**config.mk**
```make
export PLATFORM = sky130hd
export DESIGN_NAME = keccak_padder
export DESIGN_NICKNAME = d
export VERILOG_FILES = /design/src/verilog/keccak_pkg.sv /design/src/verilog/keccak_padder.sv
export SDC_FILE = /design/constraint.sdc
export NUM_CORES = 1
export LEC_CHECK = 0
export BUFFER_PORTS_ARGS = -buffer_cell sky130_fd_sc_hd__buf_2
export CAP_MARGIN = 20
export CORE_AREA = 2 2 257 259
export CTS_CLUSTER_SIZE = 12
export DETAILED_ROUTE_END_ITERATION = 10
export DIE_AREA = 0 0 259 261
export PLACE_DENSITY = 0.64
export SLEW_MARGIN = 10
export SYNTH_ARGS = -nofsm -noshare
export SYNTH_HDL_FRONTEND = slang
export SYNTH_SLANG_ARGS = --single-unit
```
**constraint.sdc**
```tcl
create_clock -name clk -period 11.5 [get_ports clk]
set_input_delay 2.3 -clock clk [delete_from_list [all_inputs] [get_ports clk]]
set_output_delay 2.3 -clock clk [all_outputs]
set_load 0.02 [all_outputs]
```
**src/verilog/keccak_pkg.sv**
```systemverilog
// keccak_pkg: shared widths, constants and bundles for the SHA3-512 Keccak datapath
`default_nettype none

package keccak_pkg;

    typedef logic [63:0]   lane_t;         // one keccak lane, also one message word
    typedef logic [1599:0] state_t;        // lane x+5y sits at bits 64*(x+5y) upward
    typedef logic [575:0]  block_t;        // rate block, lanes 0..8 map onto state lanes 0..8
    typedef logic [511:0]  digest_t;       // first digest byte sits in the top 8 bits
    typedef logic [4:0]    round_idx_t;    // round number 0..23
    typedef logic [3:0]    byte_cnt_t;     // valid bytes in a last word, 0..8

    localparam int ROUNDS       = 24;      // keccak-f[1600] round count
    localparam int RATE_LANES   = 9;       // 576-bit rate for sha3-512
    localparam int DIGEST_LANES = 8;       // 512 output bits

    localparam logic [7:0] PAD_DOMAIN = 8'h06;  // sha-3 domain bits plus first pad bit
    localparam logic [7:0] PAD_FINAL  = 8'h80;  // closing pad bit in the last rate byte

    // one word from the host, byte k of the word in bits 8k+7..8k
    typedef struct packed {
        lane_t     data;
        logic      last;                   // final word of the message
        byte_cnt_t nbytes;                 // only meaningful when last is set
    } msg_word_t;

    // one padded block on its way to the permutation
    typedef struct packed {
        block_t data;
        logic   first;                     // zero the state before absorbing
        logic   last;                      // final padded block of the message
    } absorb_blk_t;

endpackage

`default_nettype wire

```
**src/verilog/keccak_padder.sv**
```systemverilog
// keccak_padder: gathers host words into 576-bit rate blocks and applies sha-3 padding
`timescale 1ns/1ps
`default_nettype none

module keccak_padder (
    input  wire                     clk,
    input  wire                     reset,
    input  keccak_pkg::msg_word_t   msg,
    input  wire                     msg_valid,
    output logic                    msg_ack,
    output keccak_pkg::absorb_blk_t blk,
    output logic                    blk_ready,
    input  wire                     blk_ack
);
    import keccak_pkg::*;

    typedef enum logic [1:0] {
        COLLECT,                            // taking words from the host
        HOLD,                               // block offered to the permutation
        PAD_ONLY                            // building the extra padding block
    } pad_state_e;

    pad_state_e state;
    logic [3:0] lane_idx;                   // next lane to fill, 0..8
    block_t     blk_data;                   // block under construction or on offer
    block_t     next_blk;                   // block after writing the current word
    lane_t      word_pad;                   // current word with tail bytes masked and padded
    logic       blk_first;                  // block being built starts a message
    logic       blk_last;                   // block on offer closes the message
    logic       pad_pending;                // a padding-only block must follow
    logic       word_full;                  // last word carries all 8 bytes
    logic       overflow;                   // no room left for padding in this block

    assign msg_ack   = (state == COLLECT) && msg_valid;  // take the word in the same cycle
    assign blk_ready = (state == HOLD);

    assign blk.data  = blk_data;
    assign blk.first = blk_first;
    assign blk.last  = blk_last;

    assign word_full = (msg.nbytes == byte_cnt_t'(8));
    assign overflow  = msg.last && word_full && (lane_idx == 4'(RATE_LANES - 1));

    always_comb begin
        word_pad = msg.data;
        if (msg.last) begin                                  // mask the tail, place 0x06
            for (int k = 0; k < 8; k++) begin
                if (k == int'(msg.nbytes)) begin
                    word_pad[8*k +: 8] = PAD_DOMAIN;
                end else if (k > int'(msg.nbytes)) begin
                    word_pad[8*k +: 8] = 8'h00;
                end
            end
        end
        next_blk = blk_data;
        for (int i = 0; i < RATE_LANES; i++) begin
            if (i == int'(lane_idx)) begin
                next_blk[64*i +: 64] = word_pad;
            end else if (i > int'(lane_idx)) begin            // lanes not yet written are zero
                if (msg.last && word_full && (i == int'(lane_idx) + 1)) begin
                    next_blk[64*i +: 64] = {56'b0, PAD_DOMAIN}; // 0x06 spills to next lane
                end else begin
                    next_blk[64*i +: 64] = '0;
                end
            end
        end
        if (msg.last && !overflow) begin
            next_blk[575 -: 8] = next_blk[575 -: 8] | PAD_FINAL;  // may merge into 0x86
        end
    end

    // block payload, written lane by lane, no reset needed
    always_ff @(posedge clk) begin
        if (msg_ack) begin
            blk_data <= next_blk;
        end else if (state == PAD_ONLY) begin
            blk_data <= {PAD_FINAL, 560'b0, PAD_DOMAIN};   // whole block is padding
        end
    end

    always_ff @(posedge clk) begin
        if (reset) begin
            state       <= COLLECT;
            lane_idx    <= '0;
            blk_first   <= 1'b1;                            // first block after reset starts a message
            blk_last    <= 1'b0;
            pad_pending <= 1'b0;
        end else begin
            case (state)
                COLLECT: begin
                    if (msg_ack) begin
                        if (msg.last || (lane_idx == 4'(RATE_LANES - 1))) begin
                            state       <= HOLD;            // block is complete
                            lane_idx    <= '0;
                            blk_last    <= msg.last && !overflow;
                            pad_pending <= overflow;
                        end else begin
                            lane_idx <= lane_idx + 4'd1;
                        end
                    end
                end
                HOLD: begin
                    if (blk_ack) begin
                        blk_first <= blk_last;              // after a last block a new message begins
                        state     <= pad_pending ? PAD_ONLY : COLLECT;
                    end
                end
                PAD_ONLY: begin
                    state       <= HOLD;
                    blk_last    <= 1'b1;
                    pad_pending <= 1'b0;
                end
                default: begin
                    state <= COLLECT;
                end
            endcase
        end
    end

endmodule

`default_nettype wire

```
==> impl_metrics.py <==
metrics = {
    "placement": {
        "gp_congestion": 0.807,
        "dp_hpwl_mm": 48.0,
        "portBuffers": 652,
    },
    "grt": {
        "groute.usage.overall_pct": 20.8,
        "grt_pass1_wl_mm": 100,
        "pin_count_of_the_biggest_net_entering_global_routing": 67,
        "grt_pass1_vias": 14300,
        "total_congestion_overflow_after_global_routing": 0,
        "antenna_found_initial": 18,
    },
    "die": {
        "dieArea_um2": 67600,
        "dieHeight_um": 261,
        "floorplan.rows": 94,
        "chipWidth_um": 259,
        "floorplan_core_area_um2": 65000,
        "start_util_pct": 33.0,
        "ios": 653,
    },
    "timing": {
        "setup_repair_after_global_routing_missed_its_margin": "false",
        "final-max-slew-violation-count": 0,
        "finalWorstPathRequiredPeriod_ns": 6.15,
        "finalHoldViolations": 0,
        "worst_pin_slew_ns": 1.13,
        "report.final.setup_viol": 0,
        "slew-limit-headroom_pct": 24.7,
        "timing.setup.tns_ns": 0,
        "max_freq_mhz": 163,
        "timing.clock.skew_ns": 0.0179,
        "final_min_period_over_clock_period_pct": 53.5,
    },
    "critical_path": {
        "cp_max_fo": 29,
        "critical_path_class": "primary input to output port",
        "end_kind": "output port",
        "setup.reg_to_reg.worst_slack_ns": 7.14,
        "crit-reg2reg-launch": "lane_idx[3]",
        "r2r-end": "blk_data[281]",
        "capture_point_of_the_worst_path": "msg_ack",
        "startpoint_type": "primary input",
        "ff2ff_path_depth": 4,
        "cp-startpoint": "msg_valid",
        "required_worst_endpoint_ns": 9.20,
        "worstPathArrival_ns": 3.85,
    },
    "cts": {
        "cts_resized": 0,
        "clk-insertion-delay-late_ns": 0.61,
        "cts_hold_fix_bufs": 0,
        "cts-htree-levels": 2,
        "clkSinkCount": 585,
        "cts_setup_buffers": 0,
        "cts.reportedPaths.clkPinSlew_ns": 0.07,
        "cts-root-to-sink-buffers": 3,
        "root_buffer_selected_by_cts": "sky130_fd_sc_hd__clkbuf_16",
        "tritoncts.num_buffers": 61,
        "cts_tree": "yes",
    },
    "route": {
        "remaining_drc_errors": 0,
        "drt_wl_total_mm": 73.7,
        "post_drt_via_cell_ratio": 4.85,
        "drt-pass1-iter-count": 5,
        "routed_len_inst_um": 24.3,
        "dr_total_vias": 14700,
        "antenna_violating_nets_post_route": 0,
        "first_drt_iteration_drcs": 1408,
    },
    "job": {
        "max_cap_viol_count": 0,
    },
    "pwr": {
        "internal_cell_power_mw": 3.62,
        "power-per-cell-area_nw_per_um2": 175,
        "p_sw_mw": 1.20,
        "seqPwrFrac_pct": 51.7,
        "clockPowerShare_pct": 38.3,
        "pwr-share-comb_pct": 10.0,
        "cell_leakage_power_nw": 11.2,
        "swShare_pct": 25.0,
        "totalPowerFinal_mw": 4.82,
        "ir_worst_vdd_uv": 120,
    },
    "yosys": {
        "synth_async_sr_flop_share_pct": 0,
        "synth_sequential_area_ratio_pct": 81.5,
        "number_of_flops_mapped_to_enable_cells_by_yosys": 576,
        "netlist_top_cells_area": "sky130_fd_sc_hd__edfxtp_1, sky130_fd_sc_hd__nor2_1, sky130_fd_sc_hd__inv_1, sky130_fd_sc_hd__nand2_2, sky130_fd_sc_hd__clkbuf_1",
        "yosysTopAreaCellShare_pct": 80.6,
        "synth_top_area_cell": "sky130_fd_sc_hd__edfxtp_1",
        "yosys_warnings": 0,
        "ys_types": 55,
        "syn_area_cell_um2": 14.6,
        "netlist_instances": 1474,
        "synth-seq-cells": 585,
        "ys.flop_type": "sky130_fd_sc_hd__edfxtp_1",
        "synthesis.nets": 1552,
        "post_synth_instance_area_um2": 21500,
    },
    "run_status": {
        "status": "finished, final reports clean",
    },
    "layout": {
        "layout-drive-gt1-share_pct": 38.2,
        "final_nets": 2200,
        "area_delta_synth_final_pct": 28.5,
    },
    "worst_hold_path": {
        "hold_class": "flip-flop to flip-flop",
    },
}
==> metal layers <==
| layer | up-vias | wire, µm | global-route usage [%] |
|---|---|---|---|
| li1 | 6415 | - | - |
| met1 | 7246 | 28300 | 25.9 |
| met2 | 847 | 35300 | 33.9 |
| met3 | 176 | 6610 | 5.60 |
| met4 | 8 | 3400 | 9.99 |
| met5 | - | 49 | 0 |
==> cells in the mapped netlist (8+ instances only) <==
library cell                 n
sky130_fd_sc_hd__a21oi_1    22
sky130_fd_sc_hd__buf_2       8
sky130_fd_sc_hd__dfxtp_1     9
sky130_fd_sc_hd__edfxtp_1  576
sky130_fd_sc_hd__o21ai_2    10
sky130_fd_sc_hd__nand2_1    24
sky130_fd_sc_hd__clkbuf_1   56
sky130_fd_sc_hd__buf_1      11
sky130_fd_sc_hd__o21ai_0    18
sky130_fd_sc_hd__nand2_2    42
sky130_fd_sc_hd__nand3_1    31
sky130_fd_sc_hd__nor3_1     10
sky130_fd_sc_hd__nor2_1    507
sky130_fd_sc_hd__inv_1      70
==> cell usage in the layout (no fill, tap or decap), drive strengths merged, types with 5 or more instances in the layout <==
master	n
clkinv	16
nand2b	7
inv	74
ha	5
diode	8
nor3	11
nand3	31
nand2	66
a21oi	26
nand4	6
o21ai	30
and2	5
edfxtp	576
nor2	509
buf	664
clkbuf	74
dfxtp	9
nor2b	7
==> logic make-up after synthesis <==
kind of cell	share of synthesized area [%]
AND/OR/NAND/NOR	13.0
adder cells (fa/ha/maj)	0.292
AO/OA/AOI/OAI	2.44
flip-flops	81.5
buffers and inverters	2.78
==> registers in the layout, indices dropped and copies added (netlist names) <==
| signal | cells |
|---|---|
| lane_idx | 4 |
| state | 2 |
| blk_data | 576 |
| blk_last | 1 |
| blk_first | 1 |
| pad_pending | 1 |
==> worst min-delay path by stage <==
stage,from,end,slack [ns],cells past startpoint
final,blk_first,blk_first,0.47,1
after global routing,blk_first,blk_first,0.50,1
after CTS,blk_first,blk_first,0.47,1
after detailed placement,blk_first,blk_first,0.45,1
after global placement,blk_first,blk_first,0.45,1
after floorplan,blk_first,blk_first,0.44,1
==> per-stage QoR <==
step / setup slack, ns / utilization (%) / area [µm²] / std cells / hold WS, ns
global route: 5.29 / 42.4 / 27500 / 3023 / 0.503
finish: 5.35 / 42.4 / 27600 / 3028 / 0.466
detailed placement: 5.35 / 39.5 / 25700 / 2922 / 0.453
global placement: 5.37 / 39.5 / 25700 / 2922 / 0.451
CTS: 5.35 / 42.3 / 27500 / 3019 / 0.470
floorplan: 3.39 / - / 21500 / 1474 / 0.437
==> power by group through the flow <==
stage | clock network, mW | registers, mW | logic (mW)
2_1_floorplan | 0 | 2.69 | 0.111
3_3_place_gp | 0 | 2.53 | 0.478
3_5_place_dp | 0 | 2.54 | 0.485
4_1_cts | 1.87 | 2.49 | 0.485
5_1_grt | 1.94 | 2.50 | 0.505
6_report | 1.85 | 2.49 | 0.481
==> layout make-up <==
class / count / area [µm²]
Antenna cell: 8 / 20.0
Clock buffer: 74 / 1620
Clock inverter: 23 / 198
Fill cell: 5996 / 37500
Inverter: 71 / 269
Multi-Input combinational cell: 739 / 3520
Sequential cell: 585 / 17500
Tap cell: 864 / 1080
Timing Repair Buffer: 664 / 3370
==> worst max-delay path, stage by stage <==
cell and delay (ns):
sky130_fd_sc_hd__buf_2 0.15, sky130_fd_sc_hd__or3b_4 0.63, sky130_fd_sc_hd__clkinv_1 0.15, sky130_fd_sc_hd__buf_4 0.35
sky130_fd_sc_hd__buf_2 0.25
No activity file was read; power rests on OpenSTA's default activity.
